File: src/verilog/loader_pkg.sv
// Instruction encoding and load types shared by the boot loader
// Field layout follows the MIPS-like target with 7-bit instruction addresses
// Opcode and function values must match the external computer's decoder
package loader_pkg;

   // Primary opcodes in bits 31:26
   typedef enum logic [5:0] {
      OP_REG  = 6'd0,   // Register format, ALU op in funct
      OP_JMP  = 6'd2,   // Absolute jump
      OP_BGT  = 6'd7,   // Branch if greater than
      OP_ADDI = 6'd8,
      OP_SLTI = 6'd10,
      OP_ANDI = 6'd12,
      OP_ORI  = 6'd13,
      OP_XORI = 6'd14,
      OP_SLLI = 6'd15,
      OP_LW   = 6'd35,  // Load word from data memory
      OP_SW   = 6'd43   // Store word to data memory
   } opcode_e;

   // Function codes in bits 5:0 of register instructions
   typedef enum logic [5:0] {
      FN_NOP  = 6'd0,
      FN_SLLV = 6'd4,
      FN_JR   = 6'd8,   // Jump to address in source register
      FN_ADD  = 6'd32,
      FN_SUB  = 6'd34,
      FN_AND  = 6'd36,
      FN_OR   = 6'd37,
      FN_XOR  = 6'd38,
      FN_SLT  = 6'd42
   } funct_e;

   typedef logic [4:0] reg_addr_t;  // Register file index

   localparam reg_addr_t REG_ZERO = 5'd0;  // Hardwired zero
   localparam reg_addr_t REG_T0   = 5'd8;
   localparam reg_addr_t REG_T1   = 5'd9;
   localparam reg_addr_t REG_T2   = 5'd10;

   localparam logic [4:0] SHAMT_FILL = 5'b11111;  // Unused shift field in REG words

   // Data memory words of the C variables
   localparam logic [15:0] VAR_A    = 16'd0;
   localparam logic [15:0] VAR_B    = 16'd1;
   localparam logic [15:0] VAR_C    = 16'd2;
   localparam logic [15:0] VAR_D    = 16'd3;
   localparam logic [15:0] VAR_DPTR = 16'd4;  // Holds the address of D
   localparam logic [15:0] VAR_E    = 16'd5;
   localparam logic [15:0] VAR_F    = 16'd6;
   localparam logic [15:0] VAR_G    = 16'd7;
   localparam logic [15:0] VAR_H    = 16'd8;

   // Immediate  {op[31:26], rs[25:21], rt[20:16], imm[15:0]}
   // Register   {op, rs, rt, rd[15:11], shamt[10:6], funct[5:0]}
   // Jump       {op, target[25:0]}
   typedef logic [31:0] instr_t;

   typedef logic [6:0] imem_addr_t;  // 128-word instruction memory
   typedef logic       prog_sel_t;   // 0 C test, 1 every-operation
   typedef logic [6:0] prog_len_t;   // Word count of a program

   typedef enum logic [1:0] {
      LOAD_IDLE  = 2'd0,  // Waiting for a step press
      LOAD_WRITE = 2'd1,  // Streaming words to instruction memory
      LOAD_RUN   = 2'd2   // Computer enabled until reset
   } load_state_e;

   // One write beat toward instruction memory
   typedef struct packed {
      imem_addr_t addr;
      instr_t     word;
   } imem_wr_t;

endpackage

File: src/verilog/step_detect.sv
// Step button front end; step_n is low when pressed and fully asynchronous
// No debounce here, so a bouncing button must be filtered outside
// start is a single-cycle pulse three edges after the press is sampled
module step_detect (
   input  logic                  clk,
   input  logic                  reset_sm,
   input  logic                  step_n,
   input  loader_pkg::prog_sel_t prog_sel,
   output logic                  start,
   output loader_pkg::prog_sel_t sel
);
   import loader_pkg::*;

   logic [1:0] sync_q;  // Two-flop synchronizer, [1] is the safe copy
   logic       prev_q;  // Level seen one cycle earlier
   logic       fall;    // High for one cycle on the press

   assign fall = prev_q & ~sync_q[1];

   always_ff @(posedge clk or negedge reset_sm) begin
      if (!reset_sm) begin
         sync_q <= 2'b11;  // Button released
         prev_q <= 1'b1;
         start  <= 1'b0;
         sel    <= '0;
      end else begin
         sync_q <= {sync_q[0], step_n};
         prev_q <= sync_q[1];
         start  <= fall;  // Edge register
         if (fall) begin
            sel <= prog_sel;  // Captured with the start pulse
         end
      end
   end

endmodule

File: src/verilog/program_rom.sv
// Constant program tables, purely combinational lookup
// Indices at or past the selected length read as zero
module program_rom (
   input  loader_pkg::prog_sel_t  sel,
   input  loader_pkg::imem_addr_t rom_index,
   output loader_pkg::instr_t     rom_word,
   output loader_pkg::prog_len_t  rom_len
);
   import loader_pkg::*;

   localparam prog_len_t PROG0_LEN = 7'd27;
   localparam prog_len_t PROG1_LEN = 7'd25;

   // C test program
   localparam instr_t PROG0 [PROG0_LEN] = '{
      {OP_ADDI, REG_ZERO, REG_T0, 16'd7},                   // int A = 7
      {OP_SW,   REG_ZERO, REG_T0, VAR_A},
      {OP_ADDI, REG_ZERO, REG_T0, 16'd5},                   // int B = 5
      {OP_SW,   REG_ZERO, REG_T0, VAR_B},
      {OP_ADDI, REG_ZERO, REG_T0, 16'd2},                   // int C = 2
      {OP_SW,   REG_ZERO, REG_T0, VAR_C},
      {OP_ADDI, REG_ZERO, REG_T0, 16'd4},                   // int D = 4
      {OP_SW,   REG_ZERO, REG_T0, VAR_D},
      {OP_ADDI, REG_ZERO, REG_T0, VAR_D},                   // DPtr = &D
      {OP_SW,   REG_ZERO, REG_T0, VAR_DPTR},
      {OP_LW,   REG_ZERO, REG_T0, VAR_A},                   // if ((A - B) > 3)
      {OP_LW,   REG_ZERO, REG_T1, VAR_B},
      {OP_REG,  REG_T0, REG_T1, REG_T1, SHAMT_FILL, FN_SUB},
      {OP_ADDI, REG_ZERO, REG_T0, 16'd3},
      {OP_BGT,  REG_T0, REG_T1, 16'd6},                     // Skip to else
      {OP_ADDI, REG_ZERO, REG_T0, 16'd6},                   // C = 6
      {OP_SW,   REG_ZERO, REG_T0, VAR_C},
      {OP_LW,   REG_ZERO, REG_T0, VAR_D},                   // D = D << 2
      {OP_SLLI, REG_T0, REG_T0, 16'd2},
      {OP_SW,   REG_ZERO, REG_T0, VAR_D},
      {OP_JMP,  26'd27},                                    // Past the end
      {OP_LW,   REG_ZERO, REG_T0, VAR_C},                   // else C = C << 5
      {OP_SLLI, REG_T0, REG_T0, 16'd5},
      {OP_SW,   REG_ZERO, REG_T0, VAR_C},
      {OP_LW,   REG_ZERO, REG_T0, VAR_DPTR},                // *DPtr = 7
      {OP_ADDI, REG_ZERO, REG_T1, 16'd7},
      {OP_SW,   REG_T0, REG_T1, 16'd0}
   };

   // Every-operation program
   localparam instr_t PROG1 [PROG1_LEN] = '{
      {OP_ADDI, REG_ZERO, REG_T0, 16'd10},
      {OP_SW,   REG_ZERO, REG_T0, VAR_A},
      {OP_ADDI, REG_ZERO, REG_T0, 16'd3},
      {OP_SW,   REG_ZERO, REG_T0, VAR_B},
      {OP_LW,   REG_ZERO, REG_T0, VAR_A},
      {OP_LW,   REG_ZERO, REG_T1, VAR_B},
      {OP_REG,  REG_T0, REG_T1, REG_T2, SHAMT_FILL, FN_ADD},  // ALU ops
      {OP_REG,  REG_T0, REG_T1, REG_T2, SHAMT_FILL, FN_SUB},
      {OP_REG,  REG_T0, REG_T1, REG_T2, SHAMT_FILL, FN_AND},
      {OP_REG,  REG_T0, REG_T1, REG_T2, SHAMT_FILL, FN_OR},
      {OP_REG,  REG_T0, REG_T1, REG_T2, SHAMT_FILL, FN_XOR},
      {OP_REG,  REG_T0, REG_T1, REG_T2, SHAMT_FILL, FN_SLT},
      {OP_REG,  REG_T0, REG_T1, REG_T2, SHAMT_FILL, FN_SLLV},
      {OP_ADDI, REG_ZERO, REG_T0, 16'd18},                    // JR target
      {OP_REG,  REG_T0, REG_ZERO, REG_ZERO, SHAMT_FILL, FN_JR},
      {OP_REG,  REG_T0, REG_T1, REG_T2, SHAMT_FILL, FN_NOP},  // Jumped over
      {OP_REG,  REG_T0, REG_T1, REG_T2, SHAMT_FILL, FN_NOP},
      {OP_REG,  REG_T0, REG_T1, REG_T2, SHAMT_FILL, FN_NOP},
      {OP_REG,  REG_T0, REG_T1, REG_T2, SHAMT_FILL, FN_NOP},
      {OP_ADDI, REG_T0, REG_T2, 16'd3},                       // Immediate ops
      {OP_SLTI, REG_T0, REG_T2, 16'd3},
      {OP_ANDI, REG_T0, REG_T2, 16'd3},
      {OP_ORI,  REG_T0, REG_T2, 16'd3},
      {OP_XORI, REG_T0, REG_T2, 16'd3},
      {OP_SLLI, REG_T0, REG_T2, 16'd3}
   };

   always_comb begin
      rom_word = '0;  // Past the end
      if (sel == 1'b0) begin
         rom_len = PROG0_LEN;
         if (rom_index < PROG0_LEN) begin
            rom_word = PROG0[rom_index[4:0]];
         end
      end else begin
         rom_len = PROG1_LEN;
         if (rom_index < PROG1_LEN) begin
            rom_word = PROG1[rom_index[4:0]];
         end
      end
   end

endmodule

File: src/verilog/load_sequencer.sv
// Idle, write and run sequence of the loader
// A program is loaded once per reset; presses after that are ignored
// run holds until reset_sm, the computer is never stopped by the loader
module load_sequencer (
   input  logic                   clk,
   input  logic                   reset_sm,
   input  logic                   start,
   input  loader_pkg::instr_t     rom_word,
   input  loader_pkg::prog_len_t  rom_len,
   input  logic                   can_send,
   input  logic                   drained,
   output loader_pkg::imem_addr_t rom_index,
   output logic                   send,
   output loader_pkg::imem_wr_t   beat,
   output logic                   comp_rst,
   output logic                   run
);
   import loader_pkg::*;

   load_state_e state;      // Sequence state
   imem_addr_t  idx;        // Next word to send
   logic        more_words; // Words left in the program

   assign more_words = (idx < rom_len);
   assign rom_index  = idx;

   // One beat per cycle while credits allow
   assign send       = (state == LOAD_WRITE) && more_words && can_send;
   assign beat.addr  = idx;       // Word lands at its own index
   assign beat.word  = rom_word;

   always_ff @(posedge clk or negedge reset_sm) begin
      if (!reset_sm) begin
         state    <= LOAD_IDLE;
         idx      <= '0;
         comp_rst <= 1'b0;
         run      <= 1'b0;
      end else begin
         comp_rst <= 1'b0;  // Single-cycle pulse
         case (state)
            LOAD_IDLE: begin
               if (start) begin
                  state    <= LOAD_WRITE;
                  idx      <= '0;
                  comp_rst <= 1'b1;  // Reset computer as writing begins
               end
            end
            LOAD_WRITE: begin
               if (send) begin
                  idx <= idx + 7'd1;
               end else if (!more_words && drained) begin
                  state <= LOAD_RUN;  // Every word accepted by memory
                  run   <= 1'b1;
               end
            end
            LOAD_RUN: begin
               run <= 1'b1;  // Held until reset
            end
            default: begin
               state <= LOAD_IDLE;
            end
         endcase
      end
   end

endmodule

File: src/verilog/imem_write_port.sv
// Registered write port with credit flow control toward instruction memory
// Memory must accept every wr_valid beat and return exactly one credit per beat
// A credit arriving this cycle is not reused until the next cycle
module imem_write_port #(
   parameter int MAX_CREDITS = 4
) (
   input  logic                 clk,
   input  logic                 reset_sm,
   input  logic                 send,
   input  loader_pkg::imem_wr_t beat,
   input  logic                 wr_credit,
   output logic                 can_send,
   output logic                 drained,
   output logic                 wr_valid,
   output loader_pkg::imem_wr_t wr_beat
);
   import loader_pkg::*;

   localparam int CW = $clog2(MAX_CREDITS + 1);  // Counter holds 0 to MAX_CREDITS

   logic [CW-1:0] credits;  // Free credits, not yet counting wr_valid

   // Beat on the port this cycle still owns a counted credit
   assign can_send = wr_valid ? (credits > CW'(1)) : (credits != '0);
   assign drained  = (credits == CW'(MAX_CREDITS)) && !wr_valid;

   always_ff @(posedge clk or negedge reset_sm) begin
      if (!reset_sm) begin
         wr_valid <= 1'b0;
         credits  <= CW'(MAX_CREDITS);
      end else begin
         wr_valid <= send;
         case ({wr_valid, wr_credit})
            2'b10:   credits <= credits - CW'(1);  // Beat spent a credit
            2'b01:   credits <= credits + CW'(1);  // Memory returned one
            default: credits <= credits;           // Both or neither cancel
         endcase
      end
   end

   always_ff @(posedge clk) begin
      if (send) begin
         wr_beat <= beat;  // Payload only
      end
   end

endmodule

File: src/verilog/program_loader_top.sv
// Boot loader top; one clock domain, computer and memory stay external
// prog_sel must be stable when the step button is pressed
module program_loader_top #(
   parameter int MAX_CREDITS = 4
) (
   input  logic                  clk,
   input  logic                  reset_sm,
   input  logic                  step_n,
   input  loader_pkg::prog_sel_t prog_sel,
   output logic                  comp_rst,
   output logic                  run,
   output logic                  wr_valid,
   output loader_pkg::imem_wr_t  wr_beat,
   input  logic                  wr_credit
);

   logic                   start;     // Press pulse
   loader_pkg::prog_sel_t  sel;       // Program captured on the press
   loader_pkg::imem_addr_t rom_index;
   loader_pkg::instr_t     rom_word;
   loader_pkg::prog_len_t  rom_len;
   logic                   send;      // Beat request to the port
   loader_pkg::imem_wr_t   beat;
   logic                   can_send;
   logic                   drained;

   step_detect i_step_detect (
      .clk      (clk),
      .reset_sm (reset_sm),
      .step_n   (step_n),
      .prog_sel (prog_sel),
      .start    (start),
      .sel      (sel)
   );

   program_rom i_program_rom (
      .sel       (sel),
      .rom_index (rom_index),
      .rom_word  (rom_word),
      .rom_len   (rom_len)
   );

   load_sequencer i_load_sequencer (
      .clk       (clk),
      .reset_sm  (reset_sm),
      .start     (start),
      .rom_word  (rom_word),
      .rom_len   (rom_len),
      .can_send  (can_send),
      .drained   (drained),
      .rom_index (rom_index),
      .send      (send),
      .beat      (beat),
      .comp_rst  (comp_rst),
      .run       (run)
   );

   imem_write_port #(
      .MAX_CREDITS (MAX_CREDITS)
   ) i_imem_write_port (
      .clk       (clk),
      .reset_sm  (reset_sm),
      .send      (send),
      .beat      (beat),
      .wr_credit (wr_credit),
      .can_send  (can_send),
      .drained   (drained),
      .wr_valid  (wr_valid),
      .wr_beat   (wr_beat)
   );

endmodule

File: config.mk
export PLATFORM = sky130hd
export DESIGN_NAME = program_loader_top
export DESIGN_NICKNAME = d
export VERILOG_FILES = /design/src/verilog/loader_pkg.sv /design/src/verilog/step_detect.sv /design/src/verilog/program_rom.sv /design/src/verilog/load_sequencer.sv /design/src/verilog/imem_write_port.sv /design/src/verilog/program_loader_top.sv
export SDC_FILE = /design/constraint.sdc
export NUM_CORES = 1
export LEC_CHECK = 0
export BUFFER_PORTS_ARGS = -buffer_cell sky130_fd_sc_hd__buf_2
export CAP_MARGIN = 20
export CORE_MARGIN = 2
export CORE_UTILIZATION = 56
export CTS_CLUSTER_DIAMETER = 120
export DETAILED_ROUTE_END_ITERATION = 8
export GPL_TIMING_DRIVEN = 0
export PLACE_DENSITY = 0.78
export SYNTH_ARGS = -nofsm -noshare
export SYNTH_HDL_FRONTEND = slang
export SYNTH_SLANG_ARGS = --single-unit
File: constraint.sdc
create_clock -name clk -period 2.6 [get_ports clk]
set_clock_uncertainty 0.1 [all_clocks]
set_input_delay 0.52 -clock clk [delete_from_list [all_inputs] [get_ports clk]]
set_output_delay 0.52 -clock clk [all_outputs]
set_load 0.05 [all_outputs]
# ---- Yosys cells after proc, flatten, opt, wreduce, memory -nomap -nowiden
# Memory sizes are Yosys's and may differ from the RTL's.
# Cells that the tools add are included.
dict set report totals {
  latchBits 0
  word_cells 71
  n_memories 2
  input_bits 5
  mem_bits_ro 2048
  register_bits 59
  output_inout_bits 42
  ram_bits 0
}
dict set report classes {
  add_sub_neg 3
  div_mod_pow 0
  bitwise 4
  n_lt_le_gt_ge 5
  n_shift 0
  eq_ne 9
  multipliers 0
  mux 22
  reduce_logical 14
}
# memory words word_bits read_ports rd_clocked_by_memory_dff wr line
set memory_table {}
lappend memory_table {{(name not given)} 32 32 1 0 0 program_rom.sv:79} ;# rom_word = PROG0[rom_index[4:0]];
lappend memory_table {{(name not given)} 32 32 1 0 0 program_rom.sv:84} ;# rom_word = PROG1[rom_index[4:0]];
# cell n
set ops {}
lappend ops {{32-bit 2-to-1 mux} 7}
lappend ops {{7-bit by 5-bit < comparator with 1-bit output (second input constant)} 2}
lappend ops {{7-bit 2-to-1 mux} 2}
lappend ops {{7-bit case mux with 2 select lines} 1}
lappend ops {{2-bit 2-to-1 mux} 4}
lappend ops {{7-bit by 1-bit adder with 7-bit output (second input constant)} 1}
lappend ops {{7-bit by 5-bit < comparator with 1-bit output} 1}
lappend ops {{6-bit >= comparator (second input constant)} 1}
lappend ops {{2-bit != test (second input constant)} 3}
lappend ops {{5-bit inverter with 6-bit output} 1}
lappend ops {{2-bit case mux with 3 select lines} 1}
lappend ops {{3-bit case mux with 2 select lines} 1}
lappend ops {{3-bit AND reduction} 2}
lappend ops {{2-bit nonzero test} 3}
lappend ops {{1-bit 2-to-1 mux} 5}
lappend ops {{2-bit by 1-bit equality test with 1-bit output (second input constant)} 2}
lappend ops {{2-bit equality test (second input constant)} 2}
lappend ops {{1-bit logical AND} 4}
lappend ops {{4-bit AND reduction} 1}
lappend ops {{3-bit by 1-bit adder with 3-bit output (second input constant)} 1}
lappend ops {{3-bit equality test (second input constant)} 1}
lappend ops {{3-bit by 1-bit greater-than comparator with 1-bit output (second input constant)} 1}
lappend ops {{3-bit nonzero test} 1}
lappend ops {{3-bit by 1-bit subtractor with 3-bit output (second input constant)} 1}
lappend ops {{other kinds (6)} 8}

# ---- Depth between registers and ports, before layout
dict set report depth {
  word_depth 7
  mapped_depth 8
  ltp_nobuf 6
}

# ---- Cells and area by module
# From an unflattened synthesis, not the netlist that was laid out.
dict set report hier_totals {
  hier_cells 358
  area_unflattened_um2 3712.3
}
# module cells_per_inst instances area_each_um2
set by_module_without_submodules {}
lappend by_module_without_submodules {imem_write_port 62 1 1418.9}
lappend by_module_without_submodules {program_rom 172 1 1076.0}
lappend by_module_without_submodules {load_sequencer 117 1 1059.8}
lappend by_module_without_submodules {step_detect 7 1 157.7}

# ---- Worst setup path after synthesis
# Ideal clock, no wire load.
dict set report synth_timing {
  path_type {register to register}
  from {register i_load_sequencer.idx[1], in the netlist i_load_sequencer.rom_index[1]}
  to {register i_imem_write_port.wr_beat[0] (netlist name)}
  setup_slack_ns 0.414
  path_stages_with_launch 5
  period_less_slack_ns 2.186
  required_ns 2.121
  path_buffers 0
  t_arrival_ns 1.707
  cell_sequence {dfrtp_1 -> ha_1 -> a211oi_2 -> o211ai_2 -> nor2_4}
}
dict set report synth_between {
  elab_chain_cells 3
}
# element line
set synth_lines {}
lappend synth_lines {{from (decl)} load_sequencer.sv:21} ;# imem_addr_t idx;
lappend synth_lines {{from (signal assigned)} load_sequencer.sv:50} ;# idx <= idx + 7'd1;
lappend synth_lines {{7-bit by 5-bit < comparator with 1-bit output} load_sequencer.sv:24} ;# assign more_words = (idx < rom_len);
lappend synth_lines {{1-bit logical AND (2 in series)} load_sequencer.sv:28} ;# assign send = (state == LOAD_WRITE) && more_words && can_send;
lappend synth_lines {{net i_imem_write_port.send} imem_write_port.sv:9} ;# input logic send,
# The timed path passes the listed nets, and every way through them passes these cells.
# A chain may end at the register's enable or synchronous reset.

==> metrics.txt <==
outcome finished clean; sequential area share after synthesis 46.86%; WP data arrival 2490 ps; Synth Cell Area 2745 sq um; library cells used by synthesis 56; input/output buffers 37; Fmax 0.4074 GHz; main flop type after synthesis edfxtp_1; Slew @ Worst Pin 526.8 ps; top post-synthesis cells by area edfxtp_1 (28%), dfrtp_1 (15%), ha_1 (6.8%); r2r startpoint i_load_sequencer.rom_index[0]$_DFFE_PN0P_; Bufs and invs on worst path 3; Die Y 74.02 um; worst-case clock buffer depth 2; Total Wirelength 6.686 mm; Setup crit end kind flip-flop; total CTS buffers 5; clk slew on worst S/H paths 90 ps; H-tree depth 2; Hold-fix buffers, CTS 0; pin count of the biggest net entering global routing 33; footprint of the multi-input gates 1250 sq um; Adder-Cell Fraction of Synth Area 6.837%; Post-synth ARST share 43.48%; fill count 377; Final GP Congestion 0.9550; crit path from i_load_sequencer.rom_index[0]$_DFFE_PN0P_; max incr delay on CP 440 ps; final hold violation count 0; register bit total from synthesis 46; register area 1287 sq um; CP delay by family, top compound AO/OA/AOI/OAI gates; fin crit share 94.40%; worst-path cell chain buf_2 > buf_4 > inv_1 > ha_1 > o311a_1 > a311o_1 > o221ai_1; Worst path slowest cell dfrtp_1; Clk Latency, worst-skew pair 300 ps; dpl hpwl 4.617 mm; fin crit period 2454 ps; Worst Hold Class in2async; Post-Synth XOR/XNOR Area 1.276%; CTS sink cnt 46; antenna violations before repair 0; 1st-iter DRT viols 259; mux contribution to synthesized area 2.279%; vias per cell 5.799; count leader, synth edfxtp_1; synthesized netlist cell count 262; synth cell count leaders edfxtp_1 (26), buf_4 (19), nand2_1 (19); first-pass GRT wire length 10.41 mm; clock root cell clkbuf_8; Diodes inserted 0; setup TNS 0 ps; dominant cell type by area after synthesis edfxtp_1; CP max FO 10; vias in the first global route 2,075; antenna-violating nets left 0; Starting Density 58.12%; vias after detailed routing 2,221; die footprint 5478 sq um; die span in x 74.02 um; share of layout cells above drive strength 1 28.80%; Post-synth EDFFs 26; cts repair resizes 0; total grt overflow 0; Worst Path Required 2630 ps; CTS tree done; kind of critical path reg2reg; Mean Syn Cell Area 10.48 sq um; Area growth, synth to finish 15.13%; Post-CTS Setup Inserts 0; Net count, final 335; drt drc 0; Worst Setup Start Kind flip-flop; DR pass1 iterations 5; Final Max Slew Viols 0; GRT Total Usage 25.47%; yosys warns 0; Compound-Gate Fraction of Synth Area 20.05%; Final Setup Violations 0; # rows 25; max_slew headroom 64.80%; area share of the largest cell type after synthesis 28.44%; WL/cell 17.46 um; unrepaired setup endpoints after global routing no; Ports 47; largest family of logic cells by synthesized area compound AO/OA/AOI/OAI gates; core box area 4723 sq um; Max-Cap Viols 0; Post-Synth Simple-Gate Area 13.45%
-- cell usage in the layout, fill, tap and decap left out, drive strengths merged, types with 5 or more instances in the layout --
cell	synthesis	layout
edfxtp	26	26
nor2b	7	7
dfrtp	16	16
a21oi	14	14
clkbuf	0	6
inv	13	13
nor2	16	17
nand2b	8	8
nand3	8	8
nand2	19	19
ha	15	15
a22oi	5	5
buf	27	64
o21ai	24	24
conb	1	9
-- logic make-up (layout without fill, tap and decap cells) --
group           after synthesis  in the layout
xor+xnor                      4              4
compound gates               79             79
mux                           6              6
buf+inv                      40             85
other cells                   1              9
flops                        46             46
simple gates                 71             72
fa+ha+maj                    15             15
-- routing by layer --
metal	GRT usage, %	part of all wire (%)
met4	11.92	2.3
met3	4.878	7.0
met2	39.58	47
met5	0	0
met1	34.66	44
-- stage by stage --
stage	instances	instance area (sq um)	hold slack, ps	util [%]	setup slack, ps
after global routing	383	3161	95.65	66.91	24.45
final	383	3161	54.22	66.91	145.7
after CTS	382	3148	61.53	66.65	12.66
after detailed placement	374	3044	247.5	64.45	11.79
after floorplan	270	2775	124.4	-	414.4
after global placement	374	3044	246.8	64.45	86.46
-- worst reg2reg max path, cell delays in order (launching register included) --
cell and delay [ps]:
dfrtp_1 440, buf_2 240, buf_4 210, inv_1 130
ha_1 360, o311a_1 360, a311o_1 360, o221ai_1 90
-- final timing paths --
| check | end | slack (ps) | depth (start not counted) |
|---|---|---|---|
| min | i_load_sequencer.rom_index[0]$_DFFE_PN0P_ | 50 | 1 |
| min in group clk | i_step_detect.sync_q[0]$_DFF_PN1_ | 220 | 1 |
| max in group asynchronous | i_imem_write_port.credits[2]$_DFFE_PN1P_ | 2010 | 1 |
| max reg2reg | i_imem_write_port.wr_beat[0]$_DFFE_PN_ | 150 | 7 |
| max | i_imem_write_port.wr_beat[0]$_DFFE_PN_ | 150 | 7 |
| min reg2reg | i_step_detect.sync_q[1]$_DFF_PN1_ | 260 | 0 |
-- state kept, by name (all words and copies together), names as in the netlist --
name and cells:
i_imem_write_port.wr_beat 26, i_load_sequencer.rom_index 7, i_imem_write_port.credits 3, i_load_sequencer.state 2, i_step_detect.sync_q 2, i_imem_write_port.wr_valid 1
i_load_sequencer.comp_rst 1, i_load_sequencer.run 1, i_step_detect.prev_q 1, i_step_detect.sel 1, i_step_detect.start 1
-- cell type report --
cell class | instances | share of cell area (%)
clock inverters | 2 | 0.3167
flip-flops and latches | 46 | 40.74
inverters | 13 | 1.544
repair buffers | 37 | 5.859
plain buffers | 27 | 6.374
well taps | 67 | 2.652
clock buffers | 6 | 2.969
multi-input cells | 185 | 39.55
Power is not shown: default switching activity piles up to over one toggle a cycle in this logic, so the estimate is an artifact.
